## src/include/rob_params.svh

```systemverilog
// Reorder buffer sizing constants
`ifndef ROB_PARAMS_SVH
`define ROB_PARAMS_SVH

// Number of reorder slots
`define ROB_ENTRIES 8

// Width of a slot id, enough to index every slot
`define ROB_PTR_W 3

// Sequence number width, one bit wider than a slot id so it can hold
// an occupancy of zero up to a completely full buffer
`define ROB_SN_W 4

// Width of the instruction tag carried from dispatch to commit
`define ROB_TAG_W 8

// Depth of the commit output queue
`define ROB_OQ_DEPTH 2

`endif

```

## src/rtl/rob_pkg.sv

```systemverilog
// Reorder buffer types
`default_nettype none
`include "rob_params.svh"

package rob_pkg;

	// ==============================
	// Slot state
	// ==============================

	// One reorder slot, packed into a single word
	typedef struct packed {
		logic                  v;
		logic                  executed;
		logic                  is_branch;
		logic [`ROB_TAG_W-1:0] tag;
		logic [7:0]            result;
	} rob_entry_t;

	// ==============================
	// Port payloads
	// ==============================

	// Dispatch carries the tag and whether the instruction is a branch
	typedef struct packed {
		logic [`ROB_TAG_W-1:0] tag;
		logic                  is_branch;
	} rob_dispatch_t;

	// A completion names the slot and the value it produced
	typedef struct packed {
		logic [`ROB_PTR_W-1:0] id;
		logic [7:0]            result;
	} rob_complete_t;

	// A resolve names the branch slot and says whether it was mispredicted
	typedef struct packed {
		logic [`ROB_PTR_W-1:0] id;
		logic                  miss;
	} rob_resolve_t;

	// What leaves the buffer at commit
	typedef struct packed {
		logic [`ROB_TAG_W-1:0] tag;
		logic [7:0]            result;
	} rob_commit_t;

	// Branch recovery states
	typedef enum logic {
		REC_IDLE,
		REC_FLUSH
	} rob_rec_state_t;

endpackage

`default_nettype wire

```

## src/rtl/rob_stomp.sv

```systemverilog
// Branch miss stomp mask
`default_nettype none
`include "rob_params.svh"

module rob_stomp (
	input  wire rob_pkg::rob_entry_t [`ROB_ENTRIES-1:0]                reb,
	input  wire logic                                                  branchmiss,
	input  wire logic [`ROB_PTR_W-1:0]                                 missid,
	input  wire logic [`ROB_ENTRIES-1:0][`ROB_SN_W-1:0]                sns,
	output logic      [`ROB_ENTRIES-1:0]                               stomp
);

	localparam int N = `ROB_ENTRIES;

	// Sequence number of the mispredicted branch itself
	logic [`ROB_SN_W-1:0] miss_sn;

	assign miss_sn = sns[missid];

	// ==============================
	// Younger-than-branch compare
	// ==============================

	// Sequence numbers count up from the head, so a plain magnitude compare
	// tells which slots were dispatched after the branch
	// No wrap correction is needed because the head is always zero
	always_comb begin
		stomp = '0;
		for (int n = 0; n < N; n++) begin
			// Only occupied slots can be discarded
			if (branchmiss && reb[n].v) begin
				if (sns[n] > miss_sn)
					stomp[n] = 1'b1;
			end
		end
	end

	// Executed entries older than the branch are left alone
	// They drain through the normal commit path

endmodule

`default_nettype wire

```

## src/rtl/rob_seq_alloc.sv

```systemverilog
// Reorder buffer pointers and sequence numbers
`default_nettype none
`include "rob_params.svh"

module rob_seq_alloc (
	input  wire logic                                   clk,
	input  wire logic                                   rst_n,
	input  wire logic                                   alloc,
	input  wire logic                                   release_head,
	input  wire logic                                   rewind,
	input  wire logic [`ROB_PTR_W-1:0]                  missid,
	output logic      [`ROB_PTR_W-1:0]                  head,
	output logic      [`ROB_PTR_W-1:0]                  tail,
	output logic                                        full,
	output logic                                        empty,
	output logic      [`ROB_ENTRIES-1:0][`ROB_SN_W-1:0] sns
);

	localparam int N  = `ROB_ENTRIES;
	localparam int PW = `ROB_PTR_W;
	localparam int SW = `ROB_SN_W;

	// Number of occupied slots from zero up to N
	logic [SW-1:0] count;

	assign full  = (count == SW'(N));
	assign empty = (count == '0);

	// ==============================
	// Sequence numbers
	// ==============================

	// Each slot's age is its distance from the head
	// The head is always zero and the youngest entry is count - 1
	// The difference wraps at the slot count before it is widened
	always_comb begin
		for (int i = 0; i < N; i++)
			sns[i] = SW'({PW'(i) - head});
	end

	// ==============================
	// Pointer and count update
	// ==============================

	always_ff @(posedge clk) begin
		if (!rst_n) begin
			head  <= '0;
			tail  <= '0;
			count <= '0;
		end else begin
			// The oldest entry leaves independently of any rewind
			if (release_head)
				head <= head + 1'b1;

			if (rewind) begin
				// Everything after the branch is gone, so the tail sits right behind it
				tail  <= missid + 1'b1;
				// Count keeps the branch and all older entries minus a head that leaves now
				count <= sns[missid] + 1'b1 - SW'(release_head);
			end else begin
				if (alloc)
					tail <= tail + 1'b1;
				case ({alloc, release_head})
					2'b10:   count <= count + 1'b1;
					2'b01:   count <= count - 1'b1;
					default: count <= count;
				endcase
			end
		end
	end

endmodule

`default_nettype wire

```

## src/rtl/rob_entries.sv

```systemverilog
// Reorder buffer entry storage
`default_nettype none
`include "rob_params.svh"

module rob_entries (
	input  wire logic                                  clk,
	input  wire logic                                  rst_n,
	input  wire logic                                  alloc,
	input  wire logic [`ROB_PTR_W-1:0]                 alloc_id,
	input  wire rob_pkg::rob_dispatch_t                disp,
	input  wire logic                                  cmpl_valid,
	input  wire rob_pkg::rob_complete_t                cmpl,
	input  wire logic                                  res_valid,
	input  wire rob_pkg::rob_resolve_t                 res,
	input  wire logic [`ROB_ENTRIES-1:0]               stomp,
	input  wire logic [`ROB_PTR_W-1:0]                 head,
	input  wire logic                                  oq_ready,
	output rob_pkg::rob_entry_t [`ROB_ENTRIES-1:0]     reb,
	output logic                                       release_head,
	output rob_pkg::rob_commit_t                       head_rec
);

	import rob_pkg::*;

	localparam int N  = `ROB_ENTRIES;
	localparam int PW = `ROB_PTR_W;

	rob_entry_t [N-1:0] ent;
	rob_entry_t         head_ent;

	// Per-slot hits for completions and resolves that land on a live slot
	logic [N-1:0] cmpl_hit;
	logic [N-1:0] res_hit;

	assign reb = ent;

	// ==============================
	// Head release
	// ==============================

	assign head_ent     = ent[head];
	assign release_head = head_ent.v && head_ent.executed && oq_ready;
	assign head_rec     = '{tag: head_ent.tag, result: head_ent.result};

	// Events aimed at an empty slot fall through without effect
	always_comb begin
		for (int i = 0; i < N; i++) begin
			cmpl_hit[i] = cmpl_valid && (cmpl.id == PW'(i)) && ent[i].v;
			res_hit[i]  = res_valid && (res.id == PW'(i)) && ent[i].v;
		end
	end

	// ==============================
	// Slot update
	// ==============================

	always_ff @(posedge clk) begin
		if (!rst_n) begin
			for (int i = 0; i < N; i++) begin
				ent[i].v        <= 1'b0;
				ent[i].executed <= 1'b0;
			end
		end else begin
			for (int i = 0; i < N; i++) begin
				if (stomp[i]) begin
					// A discarded slot wins over anything else arriving for it
					ent[i].v        <= 1'b0;
					ent[i].executed <= 1'b0;
				end else if (release_head && (head == PW'(i))) begin
					ent[i].v        <= 1'b0;
					ent[i].executed <= 1'b0;
				end else if (cmpl_hit[i]) begin
					ent[i].executed <= 1'b1;
					ent[i].result   <= cmpl.result;
				end else if (res_hit[i]) begin
					// A resolved branch counts as done whether or not it missed
					ent[i].executed <= 1'b1;
				end
			end

			// New entries go to the tail, which is never a live slot here
			if (alloc) begin
				ent[alloc_id].v         <= 1'b1;
				ent[alloc_id].executed  <= 1'b0;
				ent[alloc_id].is_branch <= disp.is_branch;
				ent[alloc_id].tag       <= disp.tag;
				ent[alloc_id].result    <= '0;
			end
		end
	end

endmodule

`default_nettype wire

```

## src/rtl/rob_recovery_fsm.sv

```systemverilog
// Branch miss recovery FSM
`default_nettype none
`include "rob_params.svh"

module rob_recovery_fsm (
	input  wire logic                     clk,
	input  wire logic                     rst_n,
	input  wire logic                     res_valid,
	input  wire rob_pkg::rob_resolve_t    res,
	input  wire logic [`ROB_ENTRIES-1:0]  slot_valid,
	output logic                          miss_strobe,
	output logic      [`ROB_PTR_W-1:0]    missid,
	output logic                          flushing
);

	import rob_pkg::*;

	rob_rec_state_t state;

	// A new miss is taken only while fully idle
	logic accept;

	// The strobe cycle and the flush cycle both shut out a second miss
	// A miss on a slot that is already gone is dropped as well
	assign accept = (state == REC_IDLE) && !miss_strobe && res_valid && res.miss
		&& slot_valid[res.id];

	assign flushing = (state == REC_FLUSH);

	// ==============================
	// State and strobe
	// ==============================

	always_ff @(posedge clk) begin
		if (!rst_n) begin
			state       <= REC_IDLE;
			miss_strobe <= 1'b0;
		end else begin
			// Stomp and rewind fire on the edge after the miss is sampled
			miss_strobe <= accept;
			case (state)
				REC_IDLE: begin
					// Flush starts once the strobe has been seen
					if (miss_strobe)
						state <= REC_FLUSH;
				end
				REC_FLUSH: begin
					state <= REC_IDLE;
				end
				default: state <= REC_IDLE;
			endcase
		end
	end

	// The branch slot is held for the stomp compare and the tail rewind
	always_ff @(posedge clk) begin
		if (accept)
			missid <= res.id;
	end

endmodule

`default_nettype wire

```

## src/rtl/rob_out_queue.sv

```systemverilog
// Commit output queue
`default_nettype none
`include "rob_params.svh"

module rob_out_queue #(
	parameter type payload_t = logic [7:0],
	parameter int  DEPTH     = `ROB_OQ_DEPTH
) (
	input  wire logic     clk,
	input  wire logic     rst_n,
	input  wire logic     in_valid,
	output logic          in_ready,
	input  wire payload_t in_data,
	output logic          out_valid,
	input  wire logic     out_ready,
	output payload_t      out_data
);

	localparam int AW = (DEPTH > 1) ? $clog2(DEPTH) : 1;

	payload_t       mem [DEPTH];
	logic [AW-1:0]  wr_ptr;
	logic [AW-1:0]  rd_ptr;
	logic [AW:0]    cnt;
	logic [AW:0]    cnt_next;
	logic           full;
	logic           push;
	logic           pop;

	function automatic logic [AW-1:0] next_ptr(input logic [AW-1:0] p);
		return (p == AW'(DEPTH - 1)) ? '0 : p + 1'b1;
	endfunction

	// ==============================
	// Handshake
	// ==============================

	assign full = (cnt == (AW + 1)'(DEPTH));

	// A full queue still takes a record when the oldest one leaves this cycle
	assign in_ready = !full || out_ready;
	assign push     = in_valid && in_ready;
	assign pop      = out_valid && out_ready;
	assign out_data = mem[rd_ptr];

	always_comb begin
		cnt_next = cnt;
		if (push && !pop)
			cnt_next = cnt + 1'b1;
		else if (pop && !push)
			cnt_next = cnt - 1'b1;
	end

	// ==============================
	// Pointers and storage
	// ==============================

	always_ff @(posedge clk) begin
		if (!rst_n) begin
			wr_ptr    <= '0;
			rd_ptr    <= '0;
			cnt       <= '0;
			out_valid <= 1'b0;
		end else begin
			if (push)
				wr_ptr <= next_ptr(wr_ptr);
			if (pop)
				rd_ptr <= next_ptr(rd_ptr);
			cnt <= cnt_next;
			// Valid is kept in its own flop so the port sees no logic
			out_valid <= (cnt_next != '0);
		end
	end

	always_ff @(posedge clk) begin
		if (push)
			mem[wr_ptr] <= in_data;
	end

endmodule

`default_nettype wire

```

## src/rtl/rob_top.sv

```systemverilog
// Reorder buffer top level
`default_nettype none
`include "rob_params.svh"

module rob_top (
	input  wire logic                   clk,
	input  wire logic                   rst_n,
	input  wire logic                   disp_valid,
	output logic                        disp_ready,
	input  wire rob_pkg::rob_dispatch_t disp,
	output logic [`ROB_PTR_W-1:0]       disp_id,
	input  wire logic                   cmpl_valid,
	input  wire rob_pkg::rob_complete_t cmpl,
	input  wire logic                   res_valid,
	input  wire rob_pkg::rob_resolve_t  res,
	output logic                        cmt_valid,
	input  wire logic                   cmt_ready,
	output rob_pkg::rob_commit_t        cmt
);

	import rob_pkg::*;

	localparam int N  = `ROB_ENTRIES;
	localparam int PW = `ROB_PTR_W;

	rob_entry_t [N-1:0]                reb;
	logic [N-1:0][`ROB_SN_W-1:0]       sns;
	logic [N-1:0]                      stomp;
	logic [N-1:0]                      slot_valid;
	logic [PW-1:0]                     head;
	logic [PW-1:0]                     tail;
	logic [PW-1:0]                     missid;
	logic                              full;
	logic                              alloc;
	logic                              release_head;
	logic                              miss_strobe;
	logic                              flushing;
	logic                              oq_ready;
	rob_commit_t                       head_rec;

	// ==============================
	// Dispatch accept
	// ==============================

	// Dispatch also waits out the strobe cycle so a new entry never races the rewind
	assign disp_ready = !full && !flushing && !miss_strobe;
	assign alloc      = disp_valid && disp_ready;
	assign disp_id    = tail;

	// A head that leaves this cycle can no longer take a miss
	always_comb begin
		for (int i = 0; i < N; i++)
			slot_valid[i] = reb[i].v && !(release_head && (head == PW'(i)));
	end

	rob_seq_alloc u_alloc (
		.clk          (clk),
		.rst_n        (rst_n),
		.alloc        (alloc),
		.release_head (release_head),
		.rewind       (miss_strobe),
		.missid       (missid),
		.head         (head),
		.tail         (tail),
		.full         (full),
		.empty        (),
		.sns          (sns)
	);

	rob_entries u_entries (
		.clk          (clk),
		.rst_n        (rst_n),
		.alloc        (alloc),
		.alloc_id     (tail),
		.disp         (disp),
		.cmpl_valid   (cmpl_valid),
		.cmpl         (cmpl),
		.res_valid    (res_valid),
		.res          (res),
		.stomp        (stomp),
		.head         (head),
		.oq_ready     (oq_ready),
		.reb          (reb),
		.release_head (release_head),
		.head_rec     (head_rec)
	);

	rob_stomp u_stomp (
		.reb        (reb),
		.branchmiss (miss_strobe),
		.missid     (missid),
		.sns        (sns),
		.stomp      (stomp)
	);

	rob_recovery_fsm u_rec (
		.clk         (clk),
		.rst_n       (rst_n),
		.res_valid   (res_valid),
		.res         (res),
		.slot_valid  (slot_valid),
		.miss_strobe (miss_strobe),
		.missid      (missid),
		.flushing    (flushing)
	);

	// Released heads are queued here so commit back-pressure never stalls a slot update
	rob_out_queue #(
		.payload_t (rob_commit_t)
	) u_oq (
		.clk       (clk),
		.rst_n     (rst_n),
		.in_valid  (release_head),
		.in_ready  (oq_ready),
		.in_data   (head_rec),
		.out_valid (cmt_valid),
		.out_ready (cmt_ready),
		.out_data  (cmt)
	);

endmodule

`default_nettype wire

```

## config.mk

```make
export PLATFORM = sky130hd
export DESIGN_NAME = rob_top
export DESIGN_NICKNAME = d
export VERILOG_FILES = /design/src/rtl/rob_pkg.sv /design/src/rtl/rob_stomp.sv /design/src/rtl/rob_seq_alloc.sv /design/src/rtl/rob_entries.sv /design/src/rtl/rob_recovery_fsm.sv /design/src/rtl/rob_out_queue.sv /design/src/rtl/rob_top.sv
export VERILOG_INCLUDE_DIRS = /design/src /design/src/include
export SDC_FILE = /design/constraint.sdc
export NUM_CORES = 1
export LEC_CHECK = 0
export BUFFER_PORTS_ARGS = -buffer_cell sky130_fd_sc_hd__buf_4
export CAP_MARGIN = 40
export CORE_MARGIN = 3
export CORE_UTILIZATION = 45
export CTS_CLUSTER_SIZE = 28
export DETAILED_ROUTE_END_ITERATION = 12
export PLACE_DENSITY = 0.65
export SETUP_SLACK_MARGIN = 0.1
export SYNTH_ARGS = -nofsm -noshare
export SYNTH_HDL_FRONTEND = slang
export SYNTH_SLANG_ARGS = --single-unit
export TNS_END_PERCENT = 100
```

## constraint.sdc

```tcl
create_clock -name clk -period 4.9 [get_ports clk]
set_input_delay 0.98 -clock clk [delete_from_list [all_inputs] [get_ports clk]]
set_output_delay 0.98 -clock clk [all_outputs]
set_load 0.1 [all_outputs]
```

# --- Word level (Yosys, flattened, before mapping) ---
# Memories as Yosys holds them, arrays and structs flattened. A register that Yosys moved wholly into a read port is not among the register bits.
# Cells that the tools add are included.
# Widths: inputs -> output; s select.
word_totals:
  mem_count: 1
  regBits: 172
  out_inout_bits: 21
  ram_bits: 32
mem_list:
  columns: ["memory", "depth", "width", "rd", "rd_ports_with_merged_regs", "write_ports", "line_no", "rtl"]
  rows:
  - ["u_oq.mem", 2, 16, 1, 1, 1, "rob_out_queue.sv:21", "payload_t mem [DEPTH];"]
op_classes:
  n_eq_ne: 25
  n_reduce_logical: 92
  n_bitwise: 1
  order_cmp: 13
  mux: 132
  n_addsub: 19
op_table:
  columns: ["cell", "n"]
  rows:
  - ["$bwmux 152", 5]
  - ["$demux 19 s3", 5]
  - ["$mux 8", 33]
  - ["$mux 152", 1]
  - ["$logic_and 1x1->1", 70]
  - ["$bmux 19 s3", 1]
  - ["$mux 1", 56]
  - ["$mux 19", 2]
  - ["$eq 3x3->1 const B", 12]
  - ["$mux 2", 18]
  - ["$gt 3x4->1", 8]
  - ["$eq 3x2->1 const B", 6]
  - ["$mux 18", 1]
  - ["$mux 17", 1]
  - ["$lt 3x4->1 const B", 4]
  - ["$mux 16", 1]
  - ["$logic_not 1->1", 14]
  - ["$bmux 4 s3", 1]
  - ["$sub 3x3->3 const A", 4]
  - ["$add 3x1->3 const B", 3]
  - ["$eq 3x1->1 const B", 3]
  - ["$logic_not 3->1", 3]
  - ["$add 4x1->4 const B", 2]
  - ["$mux 4", 2]
  - ["other kinds (20)", 26]

# --- Logic depth before layout (Yosys ltp) ---
# Gate-level depths: netlist of run 1.
logic_depth:
  ltp_word: 14
  ltp_mapped: 16
  mapped_depth_nobuf: 14

# --- Modules after synthesis ---
# From an unflattened synthesis of run 1, not the netlist that was laid out.
hier_totals:
  cells_unflattened: 893
  hier_area_um2: 11456.0
modules_own_cells:
  columns: ["module", "area_per_inst_um2", "instances", "seq_area_each_um2", "cells_each"]
  rows:
  - ["rob_entries", 7688.6, 1, 4404.2, 556]
  - ["rob_out_queue", 1457.6, 1, 1081.0, 83]
  - ["rob_seq_alloc", 979.7, 1, 200.2, 117]
  - ["rob_stomp", 974.7, 1, 0.0, 103]
  - ["rob_recovery_fsm", 242.7, 1, 130.1, 19]
  - ["rob_top", 112.6, 1, 0.0, 15]

# --- Least setup slack after synthesis of run 1 ---
# Ideal clock, no wire load.
synth_timing:
  kind: "flip-flop to flip-flop"
  start: "register u_alloc.head[2]"
  end: "register u_entries.ent, in the netlist u_entries.reb[57] (data pin)"
  slack_ps: 919
  arrival_time_ps: 3699
  path_stages_with_launch: 14
  required_time_ps: 4618
  cell_sequence: "dfxtp_1 inv_1 clkbuf_1 clkbuf_1 ha_1 mux4_2 xor2_1 inv_1 ha_1 inv_1 and3_1 a2111oi_0 nor3_2 mux2i_1"
synth_via:
  elab_chain_cells: 14
synth_lines:
  columns: ["element", "line_no", "rtl"]
  rows:
  - ["start, declared", "rob_seq_alloc.sv:12", "output logic [`ROB_PTR_W-1:0] head,"]
  - ["start signal, assigned", "rob_seq_alloc.sv:53", "head <= head + 1'b1;"]
  - ["$sub 1x3->3, or another cell as far along", "rob_seq_alloc.sv:38", "sns[i] = SW'({PW'(i) - head});"]
  - ["$bmux 4 s3 / $mux 19 (equally long branches)", "rob_stomp.sv:18, rob_entries.sv:41", null]
  - ["$mux 4 (not written as such) / $logic_and 1x1->1 (equally long branches)", "rob_stomp.sv:18, rob_entries.sv:42", null]
  - ["$gt 3x4->1 / $logic_and 1x1->1 (equally long branches)", "rob_stomp.sv:32, rob_entries.sv:42", null]
  - ["$mux 1 / $logic_and 1x1->1 (equally long branches)", "rob_stomp.sv:32, rob_entries.sv:69", null]
  - ["$mux 1 / $mux 8 (equally long branches)", "rob_stomp.sv:31, rob_entries.sv:69", null]
  - ["$mux 8 *", "rob_entries.sv:65", "if (stomp[i]) begin"]
  - ["$mux 8 *", "rob_entries.sv:58", "if (!rst_n) begin"]
  - ["$bwmux 152", "rob_entries.sv:83", "ent[alloc_id].v <= 1'b1;"]
  - ["$bwmux 152", "rob_entries.sv:84", "ent[alloc_id].executed <= 1'b0;"]
  - ["$bwmux 152", "rob_entries.sv:85", "ent[alloc_id].is_branch <= disp.is_branch;"]
  - ["$bwmux 152", "rob_entries.sv:86", "ent[alloc_id].tag <= disp.tag;"]
  - ["$bwmux 152", "rob_entries.sv:87", "ent[alloc_id].result <= '0;"]
  - ["$mux 152 *", "rob_entries.sv:82", "if (alloc) begin"]
  - ["end, declared", "rob_entries.sv:28", "rob_entry_t [N-1:0] ent;"]
# Every way passes the cells marked *; elsewhere a longest branch is shown, timed or not. The select of a mux whose other input is x is not followed.
# A chain may end at the register's enable or synchronous reset.

# --- Final worst setup path of run 1 ---
layout_timing:
  start: "register u_alloc.head[2]"
  end: "register u_entries.ent, in the netlist u_entries.reb[58] (data pin)"
# Same word-level chain as after synthesis.

==> impl_metrics.py, run 1 <==
metrics = {
    "outcome": {
        "status": "finished, final reports clean",
    },
    "yosys": {
        "synth_top_cell_area_share_pct": 48.4,
        "synth_ff_type": "edfxtp_1",
        "synth_area_leaders": "edfxtp_1 (48%), nand2_1 (7.8%), mux4_2 (7.8%)",
        "syn-cell-area_mm2": 0.0101,
        "syn_area_per_cell_um2": 12.0,
        "synth_commonest_cells": "nand2_1 (211), edfxtp_1 (163), mux2i_1 (70)",
        "synth_compound_area_share_pct": 6.31,
        "yosys.area_share.simple_pct": 13.5,
        "synthMuxAreaShare_pct": 16.7,
        "synth_edf_count": 163,
        "synth_top_area_cell": "edfxtp_1",
        "synthArstFlopShare_pct": 0,
        "synth-warning-count": 0,
        "synth.most_common_cell": "nand2_1",
        "ys_types": 60,
        "synthAdderAreaFrac_pct": 4.01,
        "synth_top_family_by_area": "multiplexers",
        "syn_nets": 901,
        "synth_seq_cells": 197,
        "ys_seq_area_share_pct": 55.1,
        "synthCells": 840,
        "yosys.area_share.xor_xnor_pct": 1.21,
    },
    "sta": {
        "setup_viol_count_final": 0,
        "finalHoldViolations": 0,
        "setup_slack_ns": 0.931,
        "max_freq_mhz": 252,
        "setup_tns_ns": 0,
        "timing.slew.headroom_pct": 43.2,
        "slew_violations": 0,
        "rsz0062_at_grt": "no",
        "finalCritPeriodShare_pct": 81.0,
        "min_period_ns": 3.97,
        "fin_skew_ns": 0.0147,
        "worst_slew_pin_slew_ns": 0.849,
    },
    "route": {
        "routedWlPerCell_um": 20.2,
        "vias_per_cell": 5.68,
        "drt_iter0_markers": 576,
        "drc": 0,
        "vias": 6686,
        "routed_wl_um": 23800,
        "dr.pass1.iters": 6,
        "ant_nets": 0,
    },
    "clock_network": {
        "clk-insertion-delay-late_ns": 0.44,
        "post_cts_resized": 0,
        "cts_root_buffer": "clkbuf_16",
        "htree_levels": 4,
        "cts-buffers-inserted": 17,
        "postCtsHoldBufs": 0,
        "clk_pin_slew_ns": 0.07,
        "cts_buffer_depth": 2,
        "cts.sinks": 197,
        "cts_tree": "built",
        "postCtsSetupBuffers": 0,
    },
    "setup_path": {
        "path_class": "reg -> reg",
        "r2r_cells": 13,
        "crit_arrival_ns": 4.16,
        "path_max_fanout": 11,
        "setup.worst_path.start_class": "register",
        "end_kind": "register",
        "crit_required_ns": 5.09,
        "rrSetupSlack_ns": 0.93,
    },
    "job": {
        "max_cap_viol_count": 0,
    },
    "global_routing": {
        "grt_max_degree": 60,
        "grt_pass1_vias": 6503,
        "grt_pass1_wl_um": 37600,
        "grt_overflow": 0,
        "track_usage_pct": 20.3,
        "antenna_found_initial": 0,
    },
    "placed_design": {
        "numPortBuffers": 49,
        "gp_congestion": 0.885,
        "placedCellCount": 1146,
        "pre_cts_ws_ns": 0.931,
        "dpl.hpwl_um": 15900,
    },
    "cells_and_area": {
        "final_cell_count_no_fill": 1178,
        "final_nets": 946,
        "final_util_pct": 52.0,
        "n_fill_cell": 1888,
        "drive_above_1_share_pct": 18.7,
        "area_growth_pct": 12.9,
        "n_antenna_cell": 0,
    },
    "floorplan": {
        "core_mm2": 0.0220,
        "dieArea_mm2": 0.0243,
        "rows": 54,
        "start_util_pct": 46.1,
        "dieHeight_um": 156,
        "io_pins": 51,
        "die_x_um": 156,
    },
    "hold_path": {
        "hold_class": "reg -> reg",
        "min_path_cells": 1,
    },
    "power": {
        "p_leak_nw": 4.31,
        "power_density_mw_per_mm2": 334,
        "irDropWorstVdd_mv": 0.237,
    },
}
## report_power, final
| group | leakage, nW | internal, mW | switching (mW) | total, mW |
|---|---|---|---|---|
| registers | 1.80 | 1.89 | 0.0505 | 1.94 |
| logic | 2.23 | 0.159 | 0.321 | 0.479 |
| clock network | 0.279 | 0.763 | 0.634 | 1.40 |
| total | 4.31 | 2.81 | 1.00 | 3.82 |
## routing by layer
metal | track usage, % | vias to the layer above | wire length (µm)
met5 | 0 | - | 0
met4 | 5.93 | 0 | 380
met3 | 3.30 | 26 | 1300
met2 | 31.6 | 213 | 11200
met1 | 29.5 | 3296 | 10900
li1 | - | 3151 | -
## metrics by stage
stage	hold WS (ns)	power [mW]	area [µm²]
after global placement	0.455	2.45	10800
after detailed placement	0.459	2.46	10800
after global routing	0.500	3.96	11400
after floorplan	0.428	2.31	10100
final	0.474	3.82	11400
after CTS	0.476	3.84	11400
## logic make-up (layout without fill, tap and decap cells)
kind of cell / Yosys count / in the layout
mux: 123 / 123
flops: 197 / 197
fa+ha+maj: 32 / 32
simple gates: 317 / 317
xor+xnor: 14 / 14
compound gates: 80 / 80
buf+inv: 77 / 135
## cell usage in the layout, fill, tap and decap left out, types with 4 or more instances in the layout
cell type / synthesis / final
and2_1: 9 / 9
o2111a_1: 4 / 4
o21ai_0: 12 / 12
a21o_1: 5 / 5
edfxtp_1: 163 / 163
o22ai_1: 4 / 4
xnor2_1: 9 / 9
xor2_1: 5 / 5
o211ai_1: 4 / 4
nand2_1: 211 / 211
nand4_1: 8 / 8
a31oi_1: 9 / 9
mux4_2: 35 / 35
buf_4: 0 / 72
dfxtp_1: 34 / 32
nand3_1: 19 / 19
inv_1: 27 / 27
nor3_1: 8 / 8
nor2_1: 32 / 32
ha_1: 30 / 30
clkbuf_16: 0 / 17
a21oi_1: 12 / 12
and3_1: 6 / 6
mux2_2: 18 / 18
mux2i_1: 70 / 70
o21a_1: 4 / 4
nor2b_1: 10 / 10
## worst paths after layout
path	start	to
max	u_alloc.head[2]	u_entries.reb[58]
min	u_rec.flushing	u_rec.flushing
max reg2reg	u_alloc.head[2]	u_entries.reb[58]
min reg2reg	u_rec.flushing	u_rec.flushing
## cell type report
cell class / count / area (µm²) / share of cell area (%)
timing repair buffer: 74 / 571 / 5.00
sequential: 197 / 5580 / 48.8
clock inverter: 12 / 146 / 1.28
inverter: 29 / 114 / 0.997
multi-input combinational: 566 / 4230 / 37.0
clock buffer: 20 / 437 / 3.82
tap: 280 / 350 / 3.07
## worst max-delay path, stage by stage, from the launching register on
cell and delay [ns]:
dfxtp_1 0.65, inv_1 0.19, ha_1 0.38, mux4_2 0.47, xor2_1 0.19, inv_1 0.20
ha_1 0.35, inv_1 0.05, and3_1 0.15, a2111oi_0 0.46, buf_4 0.22, nor3_2 0.06
buf_4 0.21, mux2i_1 0.13
Note: power is estimated with default switching activity, not from simulation.
==> run 2: changes to the inputs <==
- clock period: 4.9 -> 4 ns (I/O delays scaled with it)
==> impl_metrics.py, run 2 (same netlist as run 1, synthesis figures left out) <==
metrics = {
    "setup_path": {
        "end_kind": "register",
        "path_max_fanout": 8,
        "crit_arrival_ns": 3.83,
        "crit_required_ns": 4.18,
        "setup.worst_path.start_class": "register",
        "path_class": "reg -> reg",
    },
    "cells_and_area": {
        "final_util_pct": 52.4,
        "final_common_cell": "nand2_1",
        "drive_above_1_share_pct": 20.6,
        "n_antenna_cell": 0,
        "final_nets": 960,
        "regArea_mm2": 0.00558,
        "postLayoutCellArea_mm2": 0.0115,
        "multiInputGateArea_mm2": 0.00424,
        "area_growth_pct": 13.7,
        "final_cell_mix": "nand2_1 (211), edfxtp_1 (163), buf_4 (88)",
        "n_fill_cell": 1924,
    },
    "route": {
        "routedWlPerCell_um": 20.1,
        "drc": 0,
        "dr.pass1.iters": 5,
        "wl_met2_um": 11300,
        "met1_length_um": 10900,
        "routed_wl_um": 24000,
        "drt_iter0_markers": 681,
        "met3WireLength_um": 1410,
        "ant_nets": 0,
        "vias": 6814,
        "top_layer_used": "met4",
        "vias_per_cell": 5.72,
    },
    "sta": {
        "finalCritPeriodShare_pct": 91.4,
        "rsz0062_at_grt": "no",
        "finalHoldViolations": 0,
        "worst_slew_pin_slew_ns": 0.768,
        "setup_viol_count_final": 0,
        "slew_violations": 0,
        "fin_skew_ns": 0.0144,
        "setup_tns_ns": 0,
        "min_period_ns": 3.65,
        "max_freq_mhz": 274,
        "timing.slew.headroom_pct": 48.8,
        "whs_ns": 0.468,
    },
    "outcome": {
        "status": "finished, final reports clean",
    },
    "global_routing": {
        "track_usage_pct": 20.1,
        "grt_overflow": 0,
        "grt_pass1_wl_um": 37500,
        "grt_max_degree": 44,
        "grt_pass1_vias": 6724,
        "antenna_found_initial": 0,
    },
    "clock_network": {
        "cts.sinks": 197,
        "clk_pin_slew_ns": 0.08,
        "cts_buffer_depth": 2,
        "clk-insertion-delay-late_ns": 0.43,
        "htree_levels": 4,
        "postCtsHoldBufs": 0,
        "postCtsSetupBuffers": 0,
        "post_cts_resized": 0,
        "cts_tree": "built",
        "cts_root_buffer": "clkbuf_16",
        "cts-buffers-inserted": 17,
    },
    "hold_path": {
        "hold_class": "reg -> reg",
    },
    "power": {
        "p_leak_nw": 4.36,
        "power_density_mw_per_mm2": 402,
        "p_clk_share_pct": 35.6,
        "p_seq_share_pct": 51.5,
        "swShare_pct": 26.9,
        "comb_power_share_pct": 12.8,
        "p_int_mw": 3.37,
        "power_switching_mw": 1.24,
        "irDropWorstVdd_mv": 0.189,
    },
    "placed_design": {
        "numPortBuffers": 49,
        "dpl.hpwl_um": 16000,
        "dpl_cell_area_mm2": 0.0109,
        "gp_congestion": 0.867,
    },
    "floorplan": {
        "rows": 54,
        "dieHeight_um": 156,
        "io_pins": 51,
        "start_util_pct": 46.1,
        "die_x_um": 156,
        "dieArea_mm2": 0.0243,
        "core_mm2": 0.0220,
    },
    "job": {
        "max_cap_viol_count": 0,
    },
}
-- run 2: cell count changes in the layout (fill, tap and decap cells not counted), sizes merged --
cell	change
bufinv	-1
clkinvlp	+3
buf	+14
clkbuf	-3
clkinv	+1
inv	-1
-- run 2: per-stage QoR --
stage                     power (mW)  setup slack, ns  instances
after floorplan                 2.84            0.150        840
after global placement          3.00           0.0945       1158
after detailed placement        3.02            0.120       1160
after CTS                       4.64            0.113       1191
after global routing            4.76            0.145       1191
final                           4.62            0.345       1191
-- run 2: cell type report --
class | instances | area share (%)
Sequential cell | 197 | 48.5
Multi-Input combinational cell | 566 | 36.9
Timing Repair Buffer | 88 | 5.75
Clock buffer | 17 | 3.70
Tap cell | 280 | 3.05
Clock inverter | 14 | 1.12
Inverter | 29 | 0.990
-- run 2: final timing paths --
check / from / end / slack, ns / cells past startpoint
setup / recovery: u_alloc.head[0] / u_entries.reb[135] / 0.35 / 13
hold / removal: u_rec.flushing / u_rec.flushing / 0.47 / 1
setup reg to reg: u_alloc.head[0] / u_entries.reb[135] / 0.35 / 13
hold reg to reg: u_rec.flushing / u_rec.flushing / 0.47 / 1
-- run 2: critical path: stages, from the launching register on --
cell,delay [ns]
dfxtp_2,0.42
inv_1,0.08
ha_1,0.23
ha_1,0.33
mux4_2,0.48
xor2_1,0.22
inv_2,0.13
ha_1,0.32
and3_1,0.18
a2111oi_1,0.40
buf_4,0.22
a211oi_4,0.04
buf_4,0.21
mux2i_1,0.14
-- run 2: metal layers --
layer  track usage (%)  up-vias
met1              28.3     3372
li1                  -     3178
met4              5.42        0
met5                 0        -
met2              32.3      238
met3              3.91       26
-- run 2: power by group through the flow --
| stage | sequential [mW] | combinational, mW | clock (mW) |
|---|---|---|---|
| after floorplan | 2.44 | 0.394 | 0 |
| after global placement | 2.42 | 0.579 | 0 |
| after detailed placement | 2.42 | 0.592 | 0 |
| after CTS | 2.38 | 0.593 | 1.66 |
| after global routing | 2.39 | 0.641 | 1.73 |
| final | 2.38 | 0.592 | 1.64 |
